==> src/source/iobus_pkg.sv <==
`default_nettype none

package iobus_pkg;

	typedef logic [0:7]  byte_t;	// one link byte
	typedef logic [0:15] word_t;	// bus address or data word
	typedef logic [0:3]  nb_t;	// block number
	typedef logic [0:3]  code_t;	// command code

	// request codes
	localparam code_t CMD_PA = 4'd0;
	localparam code_t CMD_CL = 4'd1;
	localparam code_t CMD_W  = 4'd2;
	localparam code_t CMD_R  = 4'd3;
	localparam code_t CMD_S  = 4'd4;
	localparam code_t CMD_F  = 4'd5;
	localparam code_t CMD_IN = 4'd6;

	// response codes, overlap the request codes
	localparam code_t CMD_EN = 4'd1;
	localparam code_t CMD_OK = 4'd2;
	localparam code_t CMD_PE = 4'd3;

	typedef struct packed {
		logic       req;	// set for a request
		code_t      code;
		logic [0:2] spare;	// always zero
	} msg_hdr_t;

	typedef struct packed {
		logic [0:1] spare;
		logic       qb;
		logic       pn;
		nb_t        nb;
	} msg_a1_t;

	// byte order on the link: hdr, a1, a2 hi, a2 lo, a3 hi, a3 lo
	typedef struct packed {
		msg_hdr_t hdr;
		msg_a1_t  a1;
		word_t    a2;	// address
		word_t    a3;	// data
	} msg_t;

	typedef struct packed {
		logic  rs, rf, rok, rpe, rcl, rqb, rpn;
		nb_t   rnb;
		word_t rad;
		word_t rdt;
	} rbus_t;

	typedef struct packed {
		logic  dpa, dw, dr, din, dok, den, dpe, dpn;
		nb_t   dnb;
		word_t dad;
		word_t ddt;
	} dbus_t;

	typedef enum logic [2:0] {
		IDLE, R_REQ, D_REQ, D_RESP, R_RESP, D_EN, CLEAR, WAIT
	} ctl_state_t;

endpackage

`default_nettype wire

==> src/source/iobus.sv <==
`timescale 1ns/1ns
`default_nettype none

module iobus import iobus_pkg::*; (
	input  wire   clk_sys,
	input  wire   cl_reset,
	// link
	input  wire   byte_t rx_byte,
	input  wire   rx_strobe,
	input  wire   link_busy,
	output byte_t tx_byte,
	output logic  tx_strobe,
	// bus inputs
	input  wire   rs, rf, rok, rpe, rcl, rqb, rpn,
	input  wire   nb_t rnb,
	input  wire   word_t rad,
	input  wire   word_t rdt,
	input  wire   zw,
	// bus outputs
	output logic  zg,
	output logic  dpa, dw, dr, din, dok, den, dpe, dpn,
	output nb_t   dnb,
	output word_t dad,
	output word_t ddt
);

	rbus_t rbus;
	dbus_t dbus;
	msg_t  rx_msg;
	msg_t  tx_msg;
	logic  msg_ready;
	logic  tx_send;
	logic  tx_busy;

	assign rbus = '{rs: rs, rf: rf, rok: rok, rpe: rpe, rcl: rcl, rqb: rqb, rpn: rpn,
		rnb: rnb, rad: rad, rdt: rdt};

	assign {dpa, dw, dr, din, dok, den, dpe, dpn} = {dbus.dpa, dbus.dw, dbus.dr,
		dbus.din, dbus.dok, dbus.den, dbus.dpe, dbus.dpn};
	assign dnb = dbus.dnb;
	assign dad = dbus.dad;
	assign ddt = dbus.ddt;

	msg_rx u_rx (
		.clk_sys(clk_sys), .cl_reset(cl_reset),
		.rx_byte(rx_byte), .rx_strobe(rx_strobe),
		.rx_msg(rx_msg), .msg_ready(msg_ready)
	);

	msg_tx u_tx (
		.clk_sys(clk_sys), .cl_reset(cl_reset),
		.tx_send(tx_send), .tx_msg(tx_msg), .link_busy(link_busy),
		.tx_byte(tx_byte), .tx_strobe(tx_strobe), .tx_busy(tx_busy)
	);

	iobus_ctl u_ctl (
		.clk_sys(clk_sys), .cl_reset(cl_reset),
		.rbus(rbus), .zw(zw),
		.rx_msg(rx_msg), .msg_ready(msg_ready), .tx_busy(tx_busy),
		.dbus(dbus), .zg(zg), .tx_send(tx_send), .tx_msg(tx_msg)
	);

endmodule

`default_nettype wire

==> src/source/iobus_ctl.sv <==
`timescale 1ns/1ns
`default_nettype none

module iobus_ctl import iobus_pkg::*; (
	input  wire   clk_sys,
	input  wire   cl_reset,
	input  wire   rbus_t rbus,
	input  wire   zw,
	input  wire   msg_t rx_msg,
	input  wire   msg_ready,
	input  wire   tx_busy,
	output dbus_t dbus,
	output logic  zg,
	output logic  tx_send,
	output msg_t  tx_msg
);

	ctl_state_t state;
	logic       cl_hold;	// latched bus clear
	logic       drv_en;	// d lines follow rx_msg

	logic       rx_req;
	code_t      rx_code;
	logic       rx_valid;
	logic       rx_pa;
	logic       d_req;	// valid request from the far side
	logic       d_resp;	// valid response from the far side
	logic       r_req;	// internal request for the far side
	logic       r_resp;	// internal reply to a far request
	logic       tx_idle;
	logic       send_go;
	msg_hdr_t   send_hdr;

	assign rx_req  = rx_msg.hdr.req;
	assign rx_code = rx_msg.hdr.code;
	assign rx_pa   = (rx_code == CMD_PA);

	// request and response codes share values, req bit picks the table
	always_comb begin
		if (rx_req) begin
			rx_valid = rx_code inside {CMD_PA, CMD_W, CMD_R, CMD_IN};
		end else begin
			rx_valid = rx_code inside {CMD_EN, CMD_OK, CMD_PE};
		end
	end

	assign d_req  = msg_ready && rx_valid && rx_req;
	assign d_resp = msg_ready && rx_valid && !rx_req;
	assign r_req  = (rbus.rs || rbus.rf) && !rbus.rad[15];	// bit 15 set stays local
	assign r_resp = rbus.rok || rbus.rpe;

	// tx_busy only rises the edge after tx_send
	assign tx_idle = !tx_busy && !tx_send;

	// command encoder, decides what goes out and when
	always_comb begin
		send_go  = 1'b0;
		send_hdr = '{req: 1'b1, code: CMD_S, spare: 3'b000};
		case (state)
			IDLE: begin
				if (cl_hold) begin	// clear wins over a request
					send_go       = 1'b1;
					send_hdr.code = CMD_CL;
				end else if (r_req) begin
					send_go       = 1'b1;
					send_hdr.code = rbus.rf ? CMD_F : CMD_S;
				end
			end
			R_RESP: begin
				if (r_resp) begin
					send_go       = 1'b1;
					send_hdr.req  = 1'b0;
					send_hdr.code = rbus.rok ? CMD_OK : CMD_PE;
				end
			end
			default: begin
				send_go = 1'b0;
			end
		endcase
	end

	// every outgoing message carries the current bus fields
	always_ff @(posedge clk_sys) begin
		if (send_go) begin
			tx_msg.hdr      <= send_hdr;
			tx_msg.a1.spare <= 2'b00;
			tx_msg.a1.qb    <= rbus.rqb;
			tx_msg.a1.pn    <= rbus.rpn;
			tx_msg.a1.nb    <= rbus.rnb;
			tx_msg.a2       <= rbus.rad;
			tx_msg.a3       <= rbus.rdt;
		end
	end

	always_ff @(posedge clk_sys or posedge cl_reset) begin
		if (cl_reset) begin
			state   <= IDLE;
			zg      <= 1'b0;
			drv_en  <= 1'b0;
			tx_send <= 1'b0;
			cl_hold <= 1'b0;
		end else begin
			tx_send <= send_go;	// one cycle pulse
			case (state)
				IDLE: begin
					if (cl_hold) begin
						state <= CLEAR;
					end else if (r_req) begin
						state <= R_REQ;
					end else if (d_req) begin
						if (rx_pa) begin	// no grant, no reply
							drv_en <= 1'b1;
							state  <= WAIT;
						end else begin
							zg    <= 1'b1;
							state <= D_REQ;
						end
					end
				end
				R_REQ: begin
					if (d_resp) begin
						drv_en <= 1'b1;
						state  <= D_RESP;
					end else if (d_req && !zw) begin	// collision
						state <= D_EN;
					end
				end
				D_RESP: begin
					if (!r_req) begin
						drv_en <= 1'b0;
						state  <= IDLE;
					end
				end
				D_EN: begin
					if (!r_req) begin	// now serve the far request
						if (rx_pa) begin
							drv_en <= 1'b1;
							state  <= WAIT;
						end else begin
							zg    <= 1'b1;
							state <= D_REQ;
						end
					end
				end
				D_REQ: begin
					if (zw) begin
						drv_en <= 1'b1;
						state  <= R_RESP;
					end
				end
				R_RESP: begin
					if (r_resp) begin
						state <= WAIT;
					end
				end
				CLEAR: begin
					if (!rbus.rcl && tx_idle) begin
						cl_hold <= 1'b0;
						state   <= IDLE;
					end
				end
				WAIT: begin
					if (tx_idle) begin	// reply fully out
						zg     <= 1'b0;
						drv_en <= 1'b0;
						state  <= IDLE;
					end
				end
				default: begin
					state <= IDLE;
				end
			endcase
			if (rbus.rcl) begin
				cl_hold <= 1'b1;
			end
		end
	end

	// bus line drivers, decoded from the received code
	always_comb begin
		dbus = '0;
		if (drv_en) begin
			dbus.dpa = rx_req && (rx_code == CMD_PA);
			dbus.dw  = rx_req && (rx_code == CMD_W);
			dbus.dr  = rx_req && (rx_code == CMD_R);
			dbus.din = rx_req && (rx_code == CMD_IN);
			dbus.dok = !rx_req && (rx_code == CMD_OK);
			dbus.den = !rx_req && (rx_code == CMD_EN);
			dbus.dpe = !rx_req && (rx_code == CMD_PE);
			dbus.dpn = rx_msg.a1.pn;
			dbus.dnb = rx_msg.a1.nb;
			dbus.dad = rx_msg.a2;
			dbus.ddt = rx_msg.a3;
		end
		if (state == D_EN) begin
			dbus.den = 1'b1;	// tell the bus our request collided
		end
	end

endmodule

`default_nettype wire

==> src/source/msg_rx.sv <==
`timescale 1ns/1ns
`default_nettype none

module msg_rx import iobus_pkg::*; (
	input  wire   clk_sys,
	input  wire   cl_reset,
	input  wire   byte_t rx_byte,
	input  wire   rx_strobe,
	output msg_t  rx_msg,
	output logic  msg_ready
);

	logic [2:0]  cnt;	// bytes received so far
	logic [39:0] asm_q;	// first five bytes of the message
	logic        last;

	// sixth byte completes the message
	assign last = rx_strobe && (cnt == 3'd5);

	always_ff @(posedge clk_sys or posedge cl_reset) begin
		if (cl_reset) begin
			cnt       <= 3'd0;
			msg_ready <= 1'b0;
		end else begin
			msg_ready <= last;	// one cycle pulse
			if (last) begin
				cnt <= 3'd0;	// realign for next message
			end else if (rx_strobe) begin
				cnt <= cnt + 3'd1;
			end
		end
	end

	// bytes shift in from the low end, so hdr lands on top
	always_ff @(posedge clk_sys) begin
		if (rx_strobe) begin
			asm_q <= {asm_q[31:0], rx_byte};
		end
		if (last) begin
			rx_msg <= {asm_q, rx_byte};	// held until next full message
		end
	end

endmodule

`default_nettype wire

==> src/source/msg_tx.sv <==
`timescale 1ns/1ns
`default_nettype none

module msg_tx import iobus_pkg::*; (
	input  wire   clk_sys,
	input  wire   cl_reset,
	input  wire   tx_send,
	input  wire   msg_t tx_msg,
	input  wire   link_busy,
	output byte_t tx_byte,
	output logic  tx_strobe,
	output logic  tx_busy
);

	logic [47:0] sreg;	// outgoing bytes, next one on top
	logic [2:0]  cnt;	// bytes emitted
	logic        load;
	logic        emit;

	assign load = tx_send && !tx_busy;	// new message only when idle
	// one idle cycle between strobes, and wait out the link
	assign emit = tx_busy && !link_busy && !tx_strobe && (cnt != 3'd6);

	always_ff @(posedge clk_sys or posedge cl_reset) begin
		if (cl_reset) begin
			tx_busy   <= 1'b0;
			tx_strobe <= 1'b0;
			cnt       <= 3'd0;
		end else begin
			tx_strobe <= emit;
			if (load) begin
				tx_busy <= 1'b1;
				cnt     <= 3'd0;
			end else if (emit) begin
				cnt <= cnt + 3'd1;
			end else if (tx_strobe && (cnt == 3'd6)) begin
				tx_busy <= 1'b0;	// drops after the sixth strobe
			end
		end
	end

	always_ff @(posedge clk_sys) begin
		if (load) begin
			sreg <= tx_msg;
		end else if (emit) begin
			tx_byte <= sreg[47:40];
			sreg    <= {sreg[39:0], 8'h00};
		end
	end

endmodule

`default_nettype wire

==> config.mk <==
export PLATFORM = sky130hd
export DESIGN_NAME = iobus
export DESIGN_NICKNAME = d
export VERILOG_FILES = /design/src/source/iobus_pkg.sv /design/src/source/iobus.sv /design/src/source/iobus_ctl.sv /design/src/source/msg_rx.sv /design/src/source/msg_tx.sv
export SDC_FILE = /design/constraint.sdc
export NUM_CORES = 1
export LEC_CHECK = 0
export BUFFER_PORTS_ARGS = -buffer_cell sky130_fd_sc_hd__buf_2
export CORE_MARGIN = 2
export CORE_UTILIZATION = 25
export CTS_CLUSTER_SIZE = 40
export DETAILED_ROUTE_END_ITERATION = 16
export HOLD_SLACK_MARGIN = 0.06
export PLACE_DENSITY = 0.39
export SYNTH_ARGS = -nofsm -noshare
export SYNTH_HDL_FRONTEND = slang
export SYNTH_SLANG_ARGS = --single-unit
==> constraint.sdc <==
create_clock -name clk_sys -period 2.6 [get_ports clk_sys]
set_input_delay 0.13 -clock clk_sys [delete_from_list [all_inputs] [get_ports clk_sys]]
set_output_delay 0.13 -clock clk_sys [all_outputs]
set_load 0.02 [all_outputs]
==> impl_summary.log, run 1 <==
[metrics] outcome: complete, no violations
[metrics] htree depth: 4
[metrics] max-slew headroom at the worst pin: 41.3%
[metrics] detailed placement HPWL: 8950 um
[metrics] dpl ws: 0.476 ns
[metrics] cell type of the slowest stage on the worst timing path: dfrtp_1
[metrics] share of the yosys chip area belonging to registers: 78.4%
[metrics] cell area power density: 1040 nW/um^2
[metrics] Leakage: 3.61 nW
[metrics] number of fill cells in the layout: 2914
[metrics] Reg clk slew, reported paths: 0.07 ns
[metrics] CTS buffer count: 17
[metrics] Horiz. Die Dim: 175 um
[metrics] effective utilization at floorplan: 25.4%
[metrics] critical path arrival: 2.45 ns
[metrics] adder and majority gate portion of the synthesized area: 0.823%
[metrics] routed length on met1: 6330 um
[metrics] Yosys Warn Count: 0
[metrics] average routed wire per standard cell: 13.6 um
[metrics] clock tree root buffer cell: clkbuf_16
[metrics] Detail Route met2 WL: 6710 um
[metrics] TritonCTS clock tree: yes
[metrics] HP Start: link_busy
[metrics] cell count after synthesis: 489
[metrics] CP max FO: 18
[metrics] worst min path class: input port to register
[metrics] largest area contributor in the synthesized netlist: edfxtp_1
[metrics] Setup TNS Final: 0 ns
[metrics] total count of max-transition violations in the final report: 0
[metrics] cells along the critical path: inv_1 > a31o_1 > a2111oi_1 > o31ai_1
[metrics] async set-reset flop share out of synthesis: 8.29%
[metrics] commonest register cell after synthesis: edfxtp_1
[metrics] final worst slack: 0.433 ns
[metrics] setup repair after global routing missed its margin: false
[metrics] synthesized net count: 549
[metrics] overall die height: 175 um
[metrics] Total Routing Usage GR: 9.48%
[metrics] number of global-route vias before repair: 4395
[metrics] number of ports placed on the die boundary: 110
[metrics] cells taking the most area after synthesis: edfxtp_1, nand2_1, dfrtp_1, and2_1, nor2b_1
[metrics] Cell variety after synth: 54
[metrics] post-route design area: 9390 um^2
[metrics] share of layout cells above drive strength 1: 24.2%
[metrics] Final Setup Violations: 0
[metrics] buffering stage count on the worst path with inverters included: 1
[metrics] placed instance area: 8330 um^2
[metrics] multiplexer share of the synthesized area: 0.137%
[metrics] xor-xnor portion of the synthesized cell area: 0.240%
[metrics] count of standard-cell rows: 62
[metrics] routed length on met3: 1050 um
[metrics] type of the worst setup path: register to register
[metrics] area overhead of the layout relative to synthesis: 28.7%
[metrics] delay contributed by the slowest stage of the critical path: 0.69 ns
[metrics] die footprint: 30600 um^2
[metrics] total number of clock tree sinks: 193
[metrics] nature of the critical path endpoint: register
[metrics] global placer's final weighted congestion: 0.792
[metrics] final worst-path cycle share: 83.4%
[metrics] flops & latches, synth: 193
[metrics] final period demand of the worst path: 2.17 ns
[metrics] total power: 9.77 mW
[metrics] final hold viol count: 0
[metrics] Register-to-Register Setup Slack: 0.43 ns
[metrics] dominant combinational cell family by area after synthesis: simple AND/OR/NAND/NOR gates
[metrics] Clock Latency Late Sink: 0.43 ns
[metrics] number of resized instances in the post-cts repair step: 0
[metrics] Worst R2R Start: u_ctl.state[0]
[metrics] compound-cell area share of the yosys netlist: 4.67%
[metrics] Max-cap violations: 0
[metrics] number of flops mapped to enable cells by yosys: 177
[metrics] share of the synthesized area in the top cell type: 72.9%
[metrics] Congestion Overflow GR: 0
[metrics] wirelength, routed: 14300 um
[metrics] first-pass iteration count of the detailed router: 4
[metrics] Core Footprint: 28700 um^2
[metrics] Top Family by Delay on Critical Path: compound AO/OA/AOI/OAI gates
[metrics] Required @ worst endpoint: 2.88 ns
[metrics] slew of the pin with the lowest slew margin: 0.881 ns
[metrics] final antenna-violating net count: 0
[metrics] Post-layout nets: 712
[metrics] utilization after layout: 32.7%
[metrics] Mean Syn Cell Area: 14.9 um^2
[metrics] global-route wire length before repair: 22700 um
[metrics] Port Buf Inserts: 109
[metrics] Max Clock Skew: 0.0163 ns
[metrics] startpoint type of the worst setup path: register
[metrics] Via Count: 4256
[metrics] hold buffer count at CTS: 48
[metrics] Starting DRT DRC Count: 298
[metrics] number of post-CTS setup repair buffers: 0
[metrics] antenna violations before repair: 1
[metrics] maximum number of pins on one net before global-route repair: 50
[metrics] hold_ws: 0.135 ns
[metrics] top layer in use: met5
[metrics] placed instance count: 969
[metrics] Achievable Freq: 461 MHz
[metrics] residual DRC count: 0
[metrics] cell area after synthesis: 7290 um^2
[metrics] final instance count without filler cells: 1049
[metrics] worst setup path startpoint: u_ctl.state[0]
[metrics] CTS max path bufs: 2
[metrics] Inserted Diodes: 0
[metrics] peak supply drop: 0.396 mV
[metrics] vias per inst: 4.06
[metrics] share of synthesized cell area in and, or, nand and nor gates: 14.1%
==> worst reg2reg max path: stages, from the launching register on <==
cell	delay [ns]
dfrtp_1	0.69
inv_1	0.22
a31o_1	0.27
a2111oi_1	0.69
o31ai_1	0.17
==> area by class of cell <==
type | instances | area, um^2 | share of cell area (%)
Clock buffer | 18 | 429 | 4.57
Sequential cell | 193 | 5720 | 60.9
Tap cell | 384 | 480 | 5.12
Multi-Input combinational cell | 265 | 1460 | 15.6
Inverter | 10 | 37.5 | 0.400
Timing Repair Buffer | 165 | 1110 | 11.8
Clock inverter | 14 | 155 | 1.65
==> where the power goes <==
part | leakage (nW) | internal [mW] | total (mW) | switching [mW]
sequential | 1.87 | 4.56 | 4.93 | 0.374
combinational | 1.47 | 0.802 | 2.25 | 1.44
clock | 0.281 | 1.30 | 2.59 | 1.28
total | 3.61 | 6.67 | 9.77 | 3.10
==> per-layer routing <==
metal,up-vias,track usage [%]
li1,2082,-
met1,2043,11.8
met2,114,15.0
met3,15,3.79
met4,2,3.30
met5,-,0
==> cell usage after synthesis (all sizes together), types with 2 or more instances <==
cell type and n:
nor2b 11, or4 2, o31ai 4, nor4 2, nand3 6, o21ai 13
a21oi 3, nand2 116, dfrtp 16, clkbuf 17, nand2b 6, ha 4
and3 3, buf 4, nor3 4, or2 2, edfxtp 177, inv 10
a211oi 2, nor2 11, a2111oi 2, and2 45, a31oi 6
==> worst paths after layout <==
path / cells past startpoint / to
min: 4 / u_tx.tx_strobe
min in group asynchronous: 3 / u_tx.tx_strobe
max: 4 / u_ctl.state[2]
min reg2reg: 0 / u_rx.rx_msg[47]
max in group asynchronous: 3 / u_rx.msg_ready
max reg2reg: 4 / u_ctl.state[2]
==> state kept, by name, summed over array words and instances, names as in the netlist <==
name / flops
u_ctl.zg: 1
u_tx.sreg: 48
u_ctl.drv_en: 1
u_ctl.tx_msg: 42
u_ctl.state: 3
u_rx.rx_msg: 42
u_ctl.cl_hold: 1
u_tx.tx_busy: 1
u_rx.msg_ready: 1
u_ctl.tx_send: 1
u_tx.tx_strobe: 1
u_tx.tx_byte: 8
u_rx.cnt: 3
u_tx.cnt: 3
u_rx.asm_q: 37
==> layout by cell type (no fill, tap or decap), types with 3 or more instances in the layout <==
cell type,instances
inv_1,10
o31ai_1,4
ha_1,4
nand2b_1,6
edfxtp_1,177
nand2_1,114
dlygate4sd3_1,48
o21ai_0,12
nand3_1,5
nor2_1,11
inv_6,4
buf_2,109
clkbuf_16,17
a21oi_1,3
a31oi_1,5
inv_8,5
dfrtp_1,16
buf_4,6
and2_1,45
nor2b_1,11
nor3_1,4
==> cells by family after synthesis <==
| logic type | count (synthesis) |
|---|---|
| DFF | 193 |
| AOI/OAI and AO/OA | 45 |
| buffers and inverters | 31 |
| adders and majority gates | 5 |
| muxes | 1 |
| xor gates and xnor gates | 2 |
| and+or+nand+nor | 212 |
Note: power is estimated with default switching activity, not from simulation.
==> inputs of run 2 (changes only) <==
==> constraint.sdc (replaced) <==
create_clock -name clk_sys -period 1.8 [get_ports clk_sys]
set_input_delay 0.09 -clock clk_sys [delete_from_list [all_inputs] [get_ports clk_sys]]
set_output_delay 0.09 -clock clk_sys [all_outputs]
set_load 0.02 [all_outputs]
==> run 2 against run 1 <==
  * The flow now finishes with violations (setup timing)
  * Count of clock-buffer cells in the layout shrank 1
  * Design area grew 7.3%
  * Setup slack lost 0.50 ns
  * Critical path depth grew 1
  * Register-to-register slack lost 0.50 ns
  * Sequential share of layout area shrank 4.1 points
  * Final cell count grew 4.0%
  * Sequential power grew 42%
  * Total power grew 56%
==> impl_summary.log, run 2 (synthesized netlist as in run 1, its figures left out) <==
[metrics] outcome: complete, but fails checks
[metrics] failing checks: setup timing
[metrics] antenna violations before repair: 1 (unchanged)
[metrics] CTS buffer count: 17 (unchanged)
[metrics] multi-input combinational cell area: 1670 um^2 (+14%)
[metrics] total power: 15.2 mW (+56%)
[metrics] maximum number of pins on one net before global-route repair: 46 (-8.0%)
[metrics] max-slew headroom at the worst pin: 50.0% (+8.7 points)
[metrics] number of fill cells in the layout: 2822 (-3.2%)
[metrics] vias per inst: 4.05 (about the same)
[metrics] Congestion Overflow GR: 0 (unchanged)
[metrics] Starting DRT DRC Count: 245 (-18%)
[metrics] peak supply drop: 0.562 mV (+42%)
[metrics] Clock Latency Late Sink: 0.45 ns (+0.02 ns)
[metrics] CTS max path bufs: 2 (unchanged)
[metrics] Via Count: 4422 (+3.9%)
[metrics] Max Clock Skew: 0.0215 ns (+0.00524 ns)
[metrics] nature of the critical path endpoint: register
[metrics] worst min path class: input port to register
[metrics] total number of clock tree sinks: 193 (unchanged)
[metrics] top flop regs: u_tx.sreg x48, u_ctl.tx_msg x42, u_rx.rx_msg x42
[metrics] wirelength, routed: 15200 um (+6.6%)
[metrics] Horiz. Die Dim: 175 um (unchanged)
[metrics] area overhead of the layout relative to synthesis: 38.1%
[metrics] setup repair after global routing missed its margin: true
[metrics] Worst R2R Start: u_tx.tx_busy
[metrics] global-route wire length before repair: 24200 um (+6.5%)
[metrics] final hold viol count: 0 (unchanged)
[metrics] Port Buf Inserts: 109 (unchanged)
[metrics] number of global-route vias before repair: 4684 (+6.6%)
[metrics] overall die height: 175 um (unchanged)
[metrics] total count of max-transition violations in the final report: 0 (unchanged)
[metrics] global placer's final weighted congestion: 0.760 (-4.1%)
[metrics] commonest non-fill, non-tap cell in the layout: edfxtp_1
[metrics] die footprint: 30600 um^2 (unchanged)
[metrics] HP Start: rok
[metrics] startpoint type of the worst setup path: register
[metrics] Max-cap violations: 0 (unchanged)
[metrics] type of the worst setup path: register to register
[metrics] slew of the pin with the lowest slew margin: 0.750 ns (-0.131 ns)
[metrics] cells along the critical path: or4b_4 > nand3_2 > o311ai_4 > or4_4 > o211ai_2
[metrics] TritonCTS clock tree: yes
[metrics] Reg clk slew, reported paths: 0.08 ns (about the same)
[metrics] commonest cells after routing, fill and taps aside: edfxtp_1, nand2_1, buf_2
[metrics] detailed placement HPWL: 9490 um (+6.1%)
[metrics] Post-layout nets: 753 (+5.8%)
[metrics] count of standard-cell rows: 62 (unchanged)
[metrics] critical path arrival: 2.22 ns (-0.23 ns)
[metrics] final worst slack: -0.0708 ns (-0.504 ns)
[metrics] register bank with the most flops: u_tx.sreg
[metrics] htree depth: 4 (unchanged)
[metrics] effective utilization at floorplan: 25.4% (unchanged)
[metrics] flip-flop count of the largest register, all copies and words added: 48 (unchanged)
[metrics] number of ports placed on the die boundary: 110 (unchanged)
[metrics] Final Setup Violations: 2 (+2)
[metrics] first-pass iteration count of the detailed router: 4 (unchanged)
[metrics] Total Routing Usage GR: 10.2% (+0.68 points)
[metrics] share of layout cells above drive strength 1: 31.9% (+7.7 points)
[metrics] cell type of the slowest stage on the worst timing path: or4b_4
[metrics] average routed wire per standard cell: 13.9 um (+2.5%)
[metrics] delay contributed by the slowest stage of the critical path: 0.50 ns (-0.19 ns)
[metrics] dpl ws: -0.0245 ns (-0.501 ns)
[metrics] final antenna-violating net count: 0 (unchanged)
[metrics] final worst-path cycle share: 104% (+21 points)
[metrics] Required @ worst endpoint: 2.15 ns (-0.73 ns)
[metrics] residual DRC count: 0 (unchanged)
[metrics] Achievable Freq: 535 MHz (+16%)
[metrics] hold_ws: 0.121 ns (-0.0142 ns)
[metrics] cell area power density: 1510 nW/um^2 (+45%)
[metrics] CP max FO: 4 (-14)
[metrics] final period demand of the worst path: 1.87 ns (-0.296 ns)
[metrics] Register-to-Register Setup Slack: -0.07 ns (-0.50 ns)
[metrics] Core Footprint: 28700 um^2 (unchanged)
[metrics] Leakage: 3.91 nW (+8.3%)
[metrics] worst setup path startpoint: u_tx.tx_busy
[metrics] register area: 5720 um^2 (unchanged)
[metrics] clock tree root buffer cell: clkbuf_16
## run 2: where the power goes
group	switching [mW]	internal (mW)
Sequential	0.441	6.58
Clock	2.09	1.99
Combinational	2.43	1.67
Total	4.96	10.2
## run 2: final timing paths
kind | to | depth (start not counted)
worst min-delay path | u_ctl.tx_msg[43] | 3
worst max register to register | u_ctl.state[0] | 5
max in group asynchronous | u_ctl.state[0] | 3
worst max-delay path | u_ctl.state[0] | 5
worst min register to register | u_tx.tx_byte[3] | 0
min in group asynchronous | u_ctl.drv_en | 3
## run 2: routing by layer
layer	GRT usage, %	part of all wire [%]
met5	0	0
met4	4.55	1.7
met3	3.31	6.1
met2	16.3	48
met1	12.5	44
## run 2: what timing repair did
| action | CTS | global route |
|---|---|---|
| pin swaps | 4 | 9 |
| hold buffers | 48 | 0 |
| setup buffers | 10 | 9 |
| hold endpoints to repair | 71 | 0 |
| resized for setup | 18 | 28 |
| setup endpoints to repair | 6 | 20 |
## run 2: cell type report
class                           instances  area share (%)
Antenna cell                            1          0.0248
Clock buffer                           17            4.22
Clock inverter                         15            2.25
Inverter                               10           0.373
Multi-Input combinational cell        265            16.6
Sequential cell                       193            56.7
Tap cell                              384            4.77
Timing Repair Buffer                  206            15.1
## run 2: worst max-delay path: cells and delay by family, from the launching register on
| kind | cells | cell delay [ns] |
|---|---|---|
| simple gates | 3 | 1.10 |
| flops | 1 | 0.43 |
| compound gates | 2 | 0.25 |
## run 2: stage by stage
| step | instances | instance area, um^2 | util [%] | TNS (ns) |
|---|---|---|---|---|
| after global placement | 991 | 8570 | 29.9 | 0 |
| after global routing | 1090 | 10100 | 35.1 | -0.862 |
| after detailed placement | 991 | 8570 | 29.9 | -0.0245 |
| after CTS | 1081 | 9860 | 34.3 | -0.240 |
| final | 1091 | 10100 | 35.1 | -0.0713 |
| after floorplan | 489 | 7320 | - | -0.0662 |
